<file path="config.mk">
export PLATFORM = sky130hd
export DESIGN_NAME = ilkn_rx_top
export DESIGN_NICKNAME = d
export VERILOG_FILES = /design/src/logic/ilkn_pkg.sv /design/src/logic/lane_word_if.sv /design/src/logic/ilkn_rx_top.sv /design/src/logic/lane_deskew.sv /design/src/logic/lane_framer.sv /design/src/logic/lane_fanout.sv
export VERILOG_INCLUDE_DIRS = /design/src /design/src/logic
export SDC_FILE = /design/constraint.sdc
export NUM_CORES = 2
export LEC_CHECK = 0
export BUFFER_PORTS_ARGS = -buffer_cell sky130_fd_sc_hd__buf_2
export CORE_MARGIN = 1
export CORE_UTILIZATION = 45
export CTS_BUF_LIST = sky130_fd_sc_hd__clkbuf_8
export CTS_CLUSTER_DIAMETER = 30
export DETAILED_ROUTE_END_ITERATION = 10
export GPL_TIMING_DRIVEN = 0
export SLEW_MARGIN = 20
export SYNTH_ARGS = -nofsm -noshare
export SYNTH_HDL_FRONTEND = slang
export SYNTH_SLANG_ARGS = --single-unit
</file>
<file path="constraint.sdc">
create_clock -name clk -period 26.1 [get_ports clk]
set_clock_uncertainty 0.05 [all_clocks]
set_input_delay 3.915 -clock clk [delete_from_list [all_inputs] [get_ports clk]]
set_output_delay 3.915 -clock clk [all_outputs]
set_load 0.01 [all_outputs]
</file>
<file path="src/logic/ilkn_settings.svh">
`ifndef ILKN_SETTINGS_SVH
`define ILKN_SETTINGS_SVH

// number of serial lanes striped together
`define ILKN_LANES 4

// words per meta-frame, counted from one sync word to the next
// and including the sync word itself; any value of 4 or more works
`define ILKN_META_FRAME_LEN 8

// consecutive legal sync headers needed before a lane is word locked
`define ILKN_WORD_LOCK 8

// depth of each deskew FIFO, a power of two
// the tolerated lane skew is strictly below this many words
`define ILKN_SKEW_DEPTH 8

`endif
</file>
<file path="src/logic/ilkn_pkg.sv">
`default_nettype none

package ilkn_pkg;

	////////////////////////////////////////
	// lane word formats

	// raw word as it leaves the SERDES side, already aligned and descrambled
	// hdr 01 is data, 10 is control, anything else is a framing error
	typedef struct packed {
		logic [1:0] hdr;
		logic [63:0] payload;
	} lane_raw_t;

	// framed word after the header has been reduced to one control bit
	typedef struct packed {
		logic ctrl;
		logic [63:0] data;
	} lane_word_t;

	////////////////////////////////////////
	// control word payloads

	// meta-frame sync word, bit 63 clear so it counts as a framing-layer word
	localparam logic [63:0] SYNC_PATTERN = 64'h78f6_78f6_78f6_78f6;

endpackage

`default_nettype wire

</file>
<file path="src/logic/lane_word_if.sv">
`timescale 1ns/1ps
`default_nettype none

// one framed lane word on its way from a framer to the deskew stage
// there is no ready signal, every cycle with valid high is a push
interface lane_word_if;

	// control bit plus 64 data bits
	ilkn_pkg::lane_word_t word;

	// qualifies word for this cycle
	logic valid;

	// high when word is the meta-frame sync word, saves a comparator per lane
	// in the deskew stage
	logic sync;

	// level flag, the lane has seen sync words at the expected spacing
	logic sync_locked;

	// the framer owns every signal
	modport framer (output word, output valid, output sync, output sync_locked);

	// the deskew stage only listens
	modport deskew (input word, input valid, input sync, input sync_locked);

endinterface

`default_nettype wire

</file>
<file path="src/logic/ilkn_rx_top.sv">
`timescale 1ns/1ps
`default_nettype none
`include "ilkn_settings.svh"

module ilkn_rx_top (
	input wire clk,
	input wire arst_n,
	input wire [`ILKN_LANES*66-1:0] rx_words,
	input wire [`ILKN_LANES-1:0] rx_valid,
	input wire [`ILKN_LANES-1:0] lane_invert,
	output wire locked,
	output wire [`ILKN_LANES*65-1:0] out_words,
	output wire out_valid,
	output wire overflow,
	output wire [`ILKN_LANES-1:0] word_locked,
	output wire [`ILKN_LANES-1:0] sync_locked,
	output wire [`ILKN_LANES-1:0] framing_error,
	output wire [`ILKN_LANES-1:0] missing_sync
);

	ilkn_pkg::lane_raw_t lane_raw [`ILKN_LANES];
	wire [`ILKN_LANES-1:0] lane_raw_valid;

	// one framed word channel per lane
	lane_word_if lw [`ILKN_LANES] ();

	////////////////////////////////////////
	// input registers and polarity

	lane_fanout u_fanout (
		.clk(clk),
		.arst_n(arst_n),
		.rx_words(rx_words),
		.rx_valid(rx_valid),
		.lane_invert(lane_invert),
		.lane_raw(lane_raw),
		.lane_raw_valid(lane_raw_valid)
	);

	////////////////////////////////////////
	// per lane framing

	for (genvar i = 0; i < `ILKN_LANES; i++) begin : g_lane
		lane_framer u_framer (
			.clk(clk),
			.arst_n(arst_n),
			.raw(lane_raw[i]),
			.raw_valid(lane_raw_valid[i]),
			.lw(lw[i]),
			.word_locked(word_locked[i]),
			.framing_error(framing_error[i]),
			.missing_sync(missing_sync[i])
		);

		// the lane sync status is also a status output
		assign sync_locked[i] = lw[i].sync_locked;
	end

	////////////////////////////////////////
	// lane alignment and striping

	lane_deskew u_deskew (
		.clk(clk),
		.arst_n(arst_n),
		.lanes(lw),
		.locked(locked),
		.out_words(out_words),
		.out_valid(out_valid),
		.overflow(overflow)
	);

endmodule

`default_nettype wire

</file>
<file path="src/logic/lane_deskew.sv">
`timescale 1ns/1ps
`default_nettype none
`include "ilkn_settings.svh"

module lane_deskew (
	input wire clk,
	input wire arst_n,
	lane_word_if.deskew lanes [`ILKN_LANES],
	output logic locked,
	output logic [`ILKN_LANES*65-1:0] out_words,
	output logic out_valid,
	output logic overflow
);

	localparam int N = `ILKN_LANES;
	localparam int AW = $clog2(`ILKN_SKEW_DEPTH);
	localparam int PW = AW + 1;

	ilkn_pkg::lane_word_t in_word [N];
	logic [N-1:0] in_valid;
	logic [N-1:0] in_sync;
	logic [N-1:0] in_slock;
	ilkn_pkg::lane_word_t mem_word [N][`ILKN_SKEW_DEPTH];
	logic [`ILKN_SKEW_DEPTH-1:0] mem_sync [N];
	// pointers carry one extra bit to tell full from empty
	logic [PW-1:0] wr_ptr [N];
	logic [PW-1:0] rd_ptr [N];
	ilkn_pkg::lane_word_t head_word [N];
	logic [N-1:0] head_sync;
	logic [N-1:0] empty;
	logic [N-1:0] full;
	logic [N-1:0] pop;
	logic all_slock;
	logic align;
	logic overflow_hit;
	logic sync_agree;
	logic framing_grp;

	////////////////////////////////////////
	// per lane skew FIFOs

	for (genvar i = 0; i < N; i++) begin : g_lane
		logic [PW-1:0] fill;

		assign in_word[i] = lanes[i].word;
		assign in_valid[i] = lanes[i].valid;
		assign in_sync[i] = lanes[i].sync;
		assign in_slock[i] = lanes[i].sync_locked;

		assign fill = wr_ptr[i] - rd_ptr[i];
		assign empty[i] = fill == '0;
		assign full[i] = fill == PW'(`ILKN_SKEW_DEPTH);
		assign head_word[i] = mem_word[i][rd_ptr[i][AW-1:0]];
		assign head_sync[i] = mem_sync[i][rd_ptr[i][AW-1:0]];

		always_ff @(posedge clk) begin
			if (in_valid[i]) begin
				mem_word[i][wr_ptr[i][AW-1:0]] <= in_word[i];
				mem_sync[i][wr_ptr[i][AW-1:0]] <= in_sync[i];
			end
		end

		// an overflow anywhere empties every lane so they restart together
		always_ff @(posedge clk or negedge arst_n) begin
			if (!arst_n) begin
				wr_ptr[i] <= '0;
				rd_ptr[i] <= '0;
			end else if (overflow_hit) begin
				wr_ptr[i] <= '0;
				rd_ptr[i] <= '0;
			end else begin
				if (in_valid[i]) begin
					wr_ptr[i] <= wr_ptr[i] + 1'b1;
				end
				if (pop[i]) begin
					rd_ptr[i] <= rd_ptr[i] + 1'b1;
				end
			end
		end

		// lane 0 lands in the low bits of the striped output
		always_ff @(posedge clk) begin
			if (&pop) begin
				out_words[65*i +: 65] <= head_word[i];
			end
		end

		a_no_empty_pop: assert property (@(posedge clk) disable iff (!arst_n)
			!(pop[i] && empty[i]))
			else $error("deskew FIFO popped while empty");
	end

	////////////////////////////////////////
	// alignment

	assign all_slock = &in_slock;
	// a push into a full FIFO is only safe when the head leaves in the same cycle
	assign overflow_hit = |(in_valid & full & ~pop);
	// aligned lanes pop sync words on the same cycle or not at all
	assign sync_agree = (&head_sync) || !(|head_sync);
	// aligned lanes share the word class, so lane 0 speaks for the group
	assign framing_grp = head_word[0].ctrl && !head_word[0].data[63];

	always_comb begin
		pop = '0;
		align = 1'b0;
		if (locked) begin
			// lockstep drain whenever every lane has a word waiting
			if (all_slock && !(|empty)) begin
				pop = '1;
			end
		end else if (all_slock && !(|empty) && (&head_sync)) begin
			// every head is a sync word, this group defines the alignment
			pop = '1;
			align = 1'b1;
		end else begin
			// discard up to a sync word and park there
			// a parked sync is given up once its FIFO fills, since the
			// matching sync on the other lanes would have come by then
			for (int i = 0; i < N; i++) begin
				pop[i] = !empty[i] && (!head_sync[i] || full[i]);
			end
		end
	end

	always_ff @(posedge clk or negedge arst_n) begin
		if (!arst_n) begin
			locked <= 1'b0;
			out_valid <= 1'b0;
			overflow <= 1'b0;
		end else begin
			overflow <= overflow_hit;
			out_valid <= 1'b0;
			if (overflow_hit) begin
				locked <= 1'b0;
			end else if (align) begin
				locked <= 1'b1;
			end else if (locked) begin
				if (!all_slock) begin
					locked <= 1'b0;
				end else if (&pop) begin
					if (!sync_agree) begin
						locked <= 1'b0;
					end else begin
						// framing-layer words end here
						out_valid <= !framing_grp;
					end
				end
			end
		end
	end

	// every output group was popped under lock and did not break it
	a_out_needs_lock: assert property (@(posedge clk) disable iff (!arst_n)
		out_valid |-> (locked && $past(locked)))
		else $error("out_valid outside of a locked interval");

endmodule

`default_nettype wire

</file>
<file path="src/logic/lane_framer.sv">
`timescale 1ns/1ps
`default_nettype none
`include "ilkn_settings.svh"

module lane_framer (
	input wire clk,
	input wire arst_n,
	input wire ilkn_pkg::lane_raw_t raw,
	input wire raw_valid,
	lane_word_if.framer lw,
	output logic word_locked,
	output logic framing_error,
	output logic missing_sync
);

	localparam int LOCK_W = $clog2(`ILKN_WORD_LOCK);
	localparam int POS_W = $clog2(`ILKN_META_FRAME_LEN + 1);

	// legal headers seen in a row while hunting for word lock
	logic [LOCK_W-1:0] hdr_cnt;
	// position of the next word relative to the last sync word
	logic [POS_W-1:0] frame_pos;
	// one sync word has been seen, frame_pos is meaningful
	logic sync_armed;
	logic hdr_legal;
	logic is_ctrl;
	logic is_sync;
	logic sync_slot;

	////////////////////////////////////////
	// header decode

	// 01 is data and 10 is control, the other two codes are line errors
	assign hdr_legal = (raw.hdr == 2'b01) || (raw.hdr == 2'b10);
	assign is_ctrl = raw.hdr == 2'b10;
	assign is_sync = is_ctrl && (raw.payload == ilkn_pkg::SYNC_PATTERN);

	// the word that should carry the next sync
	assign sync_slot = frame_pos == POS_W'(`ILKN_META_FRAME_LEN);

	// framed word, one cycle behind the raw word
	always_ff @(posedge clk) begin
		lw.word.ctrl <= is_ctrl;
		lw.word.data <= raw.payload;
	end

	////////////////////////////////////////
	// word lock and meta-frame tracking

	always_ff @(posedge clk or negedge arst_n) begin
		if (!arst_n) begin
			hdr_cnt <= '0;
			word_locked <= 1'b0;
			frame_pos <= '0;
			sync_armed <= 1'b0;
			lw.valid <= 1'b0;
			lw.sync <= 1'b0;
			lw.sync_locked <= 1'b0;
			framing_error <= 1'b0;
			missing_sync <= 1'b0;
		end else begin
			// words only go downstream once the lane is word locked
			lw.valid <= raw_valid && hdr_legal && word_locked;
			lw.sync <= is_sync;
			framing_error <= raw_valid && !hdr_legal;
			missing_sync <= 1'b0;
			if (raw_valid) begin
				if (!hdr_legal) begin
					// bad header, start over from scratch
					hdr_cnt <= '0;
					word_locked <= 1'b0;
					sync_armed <= 1'b0;
					lw.sync_locked <= 1'b0;
				end else if (!word_locked) begin
					hdr_cnt <= hdr_cnt + 1'b1;
					if (hdr_cnt == LOCK_W'(`ILKN_WORD_LOCK - 1)) begin
						word_locked <= 1'b1;
					end
				end else if (!sync_armed) begin
					// hunting for the first sync word
					if (is_sync) begin
						sync_armed <= 1'b1;
						frame_pos <= POS_W'(1);
					end
				end else if (sync_slot) begin
					if (is_sync) begin
						// second sync at the right spacing locks the lane
						lw.sync_locked <= 1'b1;
						frame_pos <= POS_W'(1);
					end else begin
						missing_sync <= 1'b1;
						sync_armed <= 1'b0;
						lw.sync_locked <= 1'b0;
					end
				end else if (is_sync) begin
					// sync arrived early, take it as the new frame start
					frame_pos <= POS_W'(1);
					lw.sync_locked <= 1'b0;
				end else begin
					frame_pos <= frame_pos + 1'b1;
				end
			end
		end
	end

	////////////////////////////////////////
	// checks

	// the error pulse belongs to a real word of the previous cycle and
	// arrives together with the loss of word lock and sync lock
	a_err_needs_word: assert property (@(posedge clk) disable iff (!arst_n)
		framing_error |-> ($past(raw_valid) && !word_locked && !lw.sync_locked))
		else $error("framing_error without a valid word or with lock still held");

	// nothing reaches the deskew stage from an unlocked lane
	a_valid_needs_lock: assert property (@(posedge clk) disable iff (!arst_n)
		lw.valid |-> word_locked)
		else $error("lane word pushed while word_locked is low");

endmodule

`default_nettype wire

</file>
<file path="src/logic/lane_fanout.sv">
`timescale 1ns/1ps
`default_nettype none
`include "ilkn_settings.svh"

module lane_fanout (
	input wire clk,
	input wire arst_n,
	// lane 0 sits in the low 66 bits of the flat bus
	input wire [`ILKN_LANES*66-1:0] rx_words,
	input wire [`ILKN_LANES-1:0] rx_valid,
	// a set bit means that lane is wired with swapped polarity
	input wire [`ILKN_LANES-1:0] lane_invert,
	output ilkn_pkg::lane_raw_t lane_raw [`ILKN_LANES],
	output logic [`ILKN_LANES-1:0] lane_raw_valid
);

	////////////////////////////////////////
	// strobes

	// per lane valid strobes, one cycle behind the input bus
	always_ff @(posedge clk or negedge arst_n) begin
		if (!arst_n) begin
			lane_raw_valid <= '0;
		end else begin
			lane_raw_valid <= rx_valid;
		end
	end

	////////////////////////////////////////
	// per lane slicing and polarity fix

	for (genvar i = 0; i < `ILKN_LANES; i++) begin : g_lane
		// a backwards lane has every bit flipped, header included, so the
		// whole 66 bit word is xored with the lane's invert flag
		// after this the framer sees a correctly wired lane
		always_ff @(posedge clk) begin
			lane_raw[i] <= ilkn_pkg::lane_raw_t'(rx_words[66*i +: 66] ^ {66{lane_invert[i]}});
		end
	end

endmodule

`default_nettype wire

</file>
# ---- Word level (Yosys, flattened, before mapping)
# Memory sizes are Yosys's and may differ from the RTL's.
# Cells that the tools add are included.
dict set report classes {
  n_bitwise 15
  add_sub_neg 20
  n_mul 0
  eq_ne 40
  n_reduce_logical 90
  shift 0
  n_mux 181
  order_cmp 24
  n_div 0
}
# cell count
set op_table {}
lappend op_table {{520-bit two-way mux} 4}
lappend op_table {{65-bit binary-select mux with 3-bit select} 4}
lappend op_table {{65-bit demux with 3-bit select} 4}
lappend op_table {{65-bit two-way mux} 12}
lappend op_table {{66-bit bitwise XOR} 4}
lappend op_table {{64-bit by 63-bit equality test with 1-bit output (second input constant)} 4}
lappend op_table {{4-bit two-way mux} 35}
lappend op_table {{1-bit two-way mux} 102}
lappend op_table {{4-bit by 1-bit adder with 4-bit output (second input constant)} 12}
lappend op_table {{4-bit equality test (second input constant)} 8}
lappend op_table {{4-bit greater-or-equal comparator (second input constant)} 8}
lappend op_table {{3-bit by 4-bit < comparator with 1-bit output (second input constant)} 8}
lappend op_table {{8-bit two-way mux} 4}
lappend op_table {{3-bit NOT with 4-bit output} 8}
lappend op_table {{1-bit logical AND} 31}
lappend op_table {{4-bit AND reduction} 7}
lappend op_table {{3-bit two-way mux} 8}
lappend op_table {{1-bit zero test} 16}
lappend op_table {{4-bit zero test} 4}
lappend op_table {{4-bit by 1-bit < comparator with 1-bit output (second input constant)} 4}
lappend op_table {{2-bit by 1-bit != test with 1-bit output (second input constant)} 8}
lappend op_table {{2-bit AND reduction} 8}
lappend op_table {{2-bit nonzero test} 8}
lappend op_table {{4-bit subtractor} 4}
lappend op_table {{14 further kinds} 55}
dict set report totals {
  elab_cells 440
  n_memories 2
  inputBits 274
  latchBits 0
  out_inout_bits 279
  rom_bits 0
  register_bits 879
  ram_bits 2112
}
# name depth width read_ports rd_ports_with_merged_regs write_ports line
set memory_table {}
lappend memory_table {u_deskew.mem_word 4 520 4 0 4 lane_deskew.sv:23} ;# ilkn_pkg::lane_word_t mem_word [N][`ILKN_SKEW_DEPTH];
lappend memory_table {u_deskew.mem_sync 4 8 4 0 4 lane_deskew.sv:24} ;# logic [`ILKN_SKEW_DEPTH-1:0] mem_sync [N];

# ---- Logic depth before layout (Yosys ltp)
dict set report depth {
  ltp_word 14
  ltp_mapped 13
  ltp_nobuf 8
}

# ---- Modules after synthesis
# From an unflattened synthesis, not the netlist that was laid out.
dict set report unflattened {
  cells_unflattened 5459
  hier_area_um2 106977.6
}
# mod n_inst seq_area_each_um2 area_per_inst_um2 cells_each
set modules_own_cells {}
lappend modules_own_cells {lane_deskew 1 72104.2 89255.6 4151}
lappend modules_own_cells {lane_framer 4 1651.6 2376.0 185}
lappend modules_own_cells {lane_fanout 1 5385.2 8187.9 564}
lappend modules_own_cells {ilkn_rx_top 1 0.0 30.0 4}

# ---- Worst setup path after synthesis
# Ideal clock, no wire load.
dict set report synth_timing {
  path_type {flip-flop to flip-flop}
  start {register u_deskew.rd_ptr[5] in the netlist's numbering}
  end {register u_deskew.out_words[0], enable pin}
  arrival_time_ns 8.387
  synth_period_minus_slack_ns 9.070
  path_buffers 4
  setup_time_ns 0.632
  setup_slack_ns 17.030
  path_stages_with_launch 13
  required_ns 25.418
  path_cell_list {dfrtp_1 -> buf_4 -> clkbuf_1 -> clkbuf_1 -> inv_1 -> ha_1 -> and3b_1 -> or3_1 -> a41oi_1 -> nor4b_2 -> clkbuf_1 -> nand2_1 -> nand2_1}
}
dict set report synth_via {
  elab_chain_cells 9
  elab_cells_between_ends 18
  cone_classes {add/sub: 1; eq/ne: 1; mux: 5; reduce/logical: 11}
}
# item line
set synth_rtl {}
lappend synth_rtl {{from (decl)} lane_deskew.sv:27} ;# logic [PW-1:0] rd_ptr [N];
lappend synth_rtl {{from (signal, indexed assignment)} lane_deskew.sv:76} ;# rd_ptr[i] <= rd_ptr[i] + 1'b1;
lappend synth_rtl {{4-bit subtractor} lane_deskew.sv:50} ;# assign fill = wr_ptr[i] - rd_ptr[i];
lappend synth_rtl {{4-bit zero test} lane_deskew.sv:51} ;# assign empty[i] = fill == '0;
lappend synth_rtl {{4-bit OR reduction} {lane_deskew.sv:109, lane_deskew.sv:112}}
lappend synth_rtl {{1-bit zero test} {lane_deskew.sv:109, lane_deskew.sv:112}}
lappend synth_rtl {{1-bit logical AND} {lane_deskew.sv:109, lane_deskew.sv:112}}
lappend synth_rtl {{1-bit logical AND} lane_deskew.sv:112} ;# end else if (all_slock && !(|empty) && (&head_sync)) begin
lappend synth_rtl {{4-bit two-way mux} lane_deskew.sv:112}
lappend synth_rtl {{4-bit two-way mux (*)} lane_deskew.sv:107} ;# if (locked) begin
lappend synth_rtl {{4-bit AND reduction (*)} lane_deskew.sv:83} ;# if (&pop) begin
lappend synth_rtl {{to (signal, indexed assignment)} lane_deskew.sv:84} ;# out_words[65*i +: 65] <= head_word[i];
lappend synth_rtl {{to (decl)} lane_deskew.sv:10} ;# output logic [`ILKN_LANES*65-1:0] out_words,
# Every way passes the cells marked *; elsewhere a longest branch is shown, timed or not. The select of a mux whose other input is x is not followed.
# A chain may end at the register's enable or synchronous reset.

# ---- Final worst setup path
dict set report layout_timing {
  start {register u_deskew.rd_ptr[5] in the netlist's numbering}
  end {register u_deskew.out_words[123], enable pin}
}
# Same word-level chain as after synthesis.

==> reports/results.ini <==
[floorplan]
ios = 553
fp.dieH_um = 488
rows = 177
die-area_um2 = 238000
die_w_um = 488
start_util_pct = 45.5
core_um2 = 234000

[power_and_ir_drop]
cellPowerDensity_nw_per_um2 = 100
p_leak_nw = 46.4
power.internal_mw = 9.36
seq_power_share_pct = 44.0
p_comb_share_pct = 18.5
switching_share_pct = 27.6
p_sw_mw = 3.56
clkPwrFrac_pct = 37.6
vdd_drop_max_mv = 0.0519

[place]
portBuffers = 548
pre_cts_ws_ps = 19760
gp_congestion = 0.753
hpwlAfterDp_mm = 170

[timing]
fmax_mhz = 161
hold_violations = 0
worst_pin_slew_ps = 1140
setup_ws_ps = 19890
fin_setup_tns_ps = 0
fin_crit_sh_pct = 23.8
setup_viol = 0
rsz0062_at_grt = false
period_minus_slack_ps = 6210
slew_headroom_pct = 22.8
slew_violations = 0

[yosys]
synthCells = 5392
synth_cell_types = 65
ys_warn_count = 0
synth_seq_cells = 2991
avgSynthCellArea_um2 = 19.7
synth_flop_cell = edfxtp_1
synthesis.area_um2 = 106000
synth_edf_count = 2372
synthArstFlopShare_pct = 3.18
synth_nets = 5706
synth-seq-area-share_pct = 79.2

[cts]
clockBufferDepth = 4
cts_hold_buf = 0
clk_pin_slew_ps = 50
cts-htree-levels = 6
cts_buffers = 590
cts_root_buf = clkbuf_8
cts_tree = yes
clk_latency_ps = 1100
cts_resized = 0
cts_sinks = 2991
post-cts-setup-buffers = 0

[worst_setup_path]
worstSetupPathType = flop to flop
cp.arrival_ps = 6850
cp_top_family = buffers and inverters
r2r_end = u_deskew.out_words[123]
reg2reg_from = u_deskew.rd_ptr[5]
cp.buffers_inverters = 7
r2r_slack_ps = 19890
worst_r2r_path_depth = 14
critPathLaunchType = flop
critPathLaunch = u_deskew.rd_ptr[5]
cp_max_fo = 42
critPathCapture = u_deskew.out_words[123]
cpPeakStageDelay_ps = 840
end_kind = flop
critPathRequiredTime_ps = 26740
cp.depth = 14
critPathSlowestCell = clkbuf_1
crit_path_cell_trace = buf_4 -> clkbuf_1 -> clkbuf_1 -> inv_1 -> ha_1 -> and3b_1 -> or3_1 -> a41oi_1 -> nor4b_2 -> clkbuf_1 -> nand2_1 -> nand2_4 -> buf_16 -> buf_16
critical_path.most_common_cell = clkbuf_1

[cells_and_area]
multi_input_area_um2 = 21100
syn_to_final_growth_pct = 21.2
nFillCells = 18000
nNetsFinal = 7033
drive_gt1_share_pct = 31.5
seq_area_um2 = 84100

[routing]
vias = 54000
wl_mm = 255
drc = 0
detail_route.iter0.violations = 4528
ant_nets = 0
drtPass1Iterations = 6
wire_per_inst_um = 24.7
viasPerCell = 5.23

[global_routing]
met1_usage_pct = 30.4
grt_max_degree = 68
grt.busiest_layer = met2
gr-usage-met3_pct = 4.82
grt_pass1_vias = 55400
grt_util_all_layers_pct = 21.4
grt_first_pass_wirelength_mm = 369
use_met2_pct = 33.3
antenna_found_initial = 22
overflow = 0

[worst_hold_path]
holdCritPathClass = flop to flop

[outcome]
outcome = complete, no violations

[run]
maxCapViolCount = 0

-- power by group through the flow --
stage / combinational, mW / clock (mW) / sequential [mW]
after floorplan: 1.59 / 0 / 5.76
after global placement: 2.40 / 0 / 5.84
after detailed placement: 2.44 / 0 / 5.78
after CTS: 2.45 / 4.95 / 5.69
after global routing: 2.59 / 5.18 / 5.70
final: 2.38 / 4.85 / 5.68
-- cell usage in the layout, fill, tap and decap left out, drive strengths merged, types with 9 or more instances in the layout --
cell type	Yosys	layout
mux4	528	528
or4	10	10
clkinvlp	0	45
bufinv	0	51
nor3	19	19
xnor2	14	14
inv	51	212
nor4bb	19	19
o21ai	45	45
nand2b	15	15
nand2	828	828
nand4b	20	20
nor4	10	10
and2	14	14
nand3	14	14
buf	119	846
o22ai	9	9
nor2	66	66
dfrtp	95	95
xor2	270	270
clkinv	2	155
dfxtp	524	524
edfxtp	2372	2372
a22o	9	9
nand4	21	21
mux2i	24	24
a21oi	24	24
and3	9	9
ha	40	40
clkbuf	121	781
-- sequential cells by signal, indices dropped and copies added (netlist names), 4 cells and up --
name                            flops
u_deskew.wr_ptr                    16
u_deskew.mem_word                2080
g_lane.u_framer.framing_error       4
u_deskew.out_words                260
u_deskew.mem_sync                  32
g_lane.u_framer.sync_armed          4
g_lane.u_framer.hdr_cnt            12
u_fanout.lane_raw                 264
g_lane.u_framer.frame_pos          16
g_lane.u_framer.lw.sync             4
u_fanout.lane_raw_valid             4
g_lane.u_framer.lw.word           260
g_lane.u_framer.lw.sync_locked      4
u_deskew.rd_ptr                    16
g_lane.u_framer.lw.valid            4
g_lane.u_framer.word_locked         4
g_lane.u_framer.missing_sync        4
-- worst reg2reg max path: stages, from the launching register on --
cell      delay (ps)
dfrtp_1          350
buf_4            260
clkbuf_1         850
clkbuf_1         690
inv_1            160
ha_1             360
and3b_1          180
or3_1            400
a41oi_1          270
nor4b_2          250
clkbuf_1         660
nand2_1          240
nand2_4          450
buf_16           320
buf_16           310
-- metal layers --
metal,vias up,wire (µm)
met5,-,0
met4,0,4600
li1,23700,-
met3,343,18400
met2,2047,120000
met1,28000,111000
-- Yosys cell counts (all sizes together) (15+ instances only) --
cell type,instances,area (µm²)
clkbuf,121,454
dfxtp,524,10500
buf,119,568
xor2,270,2360
nand4b,20,175
nor3,19,116
edfxtp,2372,71200
nand4,21,131
a21oi,24,120
mux2i,24,240
ha,40,500
nand2,828,3110
dfrtp,95,2380
nand2b,15,93.8
inv,51,191
mux4,528,11900
o21ai,45,225
nor2,66,255
nor4bb,19,190
-- per-stage QoR --
stage / hold WS, ps / power, mW / utilization, % / area [µm²] / cells
6_report: 244 / 12.9 / 55.1 / 129000 / 10300
5_1_grt: 262 / 13.5 / 55.1 / 129000 / 10300
4_1_cts: 248 / 13.1 / 55.1 / 129000 / 10300
3_5_place_dp: 280 / 8.22 / 49.8 / 116000 / 9258
3_3_place_gp: 280 / 8.24 / 48.3 / 113000 / 9072
2_1_floorplan: 272 / 7.35 / - / 106000 / 5392
-- cells by family (layout without fill, tap and decap cells) --
logic type	Yosys count	in the layout	synth area share, %
xor+xnor	284	284	2.34
mux	552	552	11.4
compound gates	134	134	0.831
fa+ha+maj	40	40	0.471
other cells	0	5	0
simple gates	1098	1098	4.61
flops	2991	2991	79.2
buf+inv	293	2090	1.15
-- final cells by class --
class | count | area share (%)
Antenna cell | 5 | 0.00972
Buffer | 240 | 0.802
Clock buffer | 652 | 6.97
Clock inverter | 410 | 2.64
Inverter | 53 | 0.154
Multi-Input combinational cell | 2108 | 16.4
Sequential cell | 2991 | 65.3
Tap cell | 3132 | 3.04
Timing Repair Buffer | 735 | 4.66
-- worst min-delay path by stage --
stage                           startpoint                              to  cells past startpoint
floorplan           u_fanout.lane_raw[217]  g_lane[0].u_framer.lw.word[19]                      0
global placement     u_fanout.lane_raw[24]  g_lane[3].u_framer.lw.word[24]                      0
detailed placement    u_fanout.lane_raw[8]   g_lane[3].u_framer.lw.word[8]                      0
CTS                  u_fanout.lane_raw[16]  g_lane[3].u_framer.lw.word[16]                      0
global route         u_fanout.lane_raw[16]  g_lane[3].u_framer.lw.word[16]                      0
finish               u_fanout.lane_raw[16]  g_lane[3].u_framer.lw.word[16]                      0
Note: power is estimated with default switching activity, not from simulation.
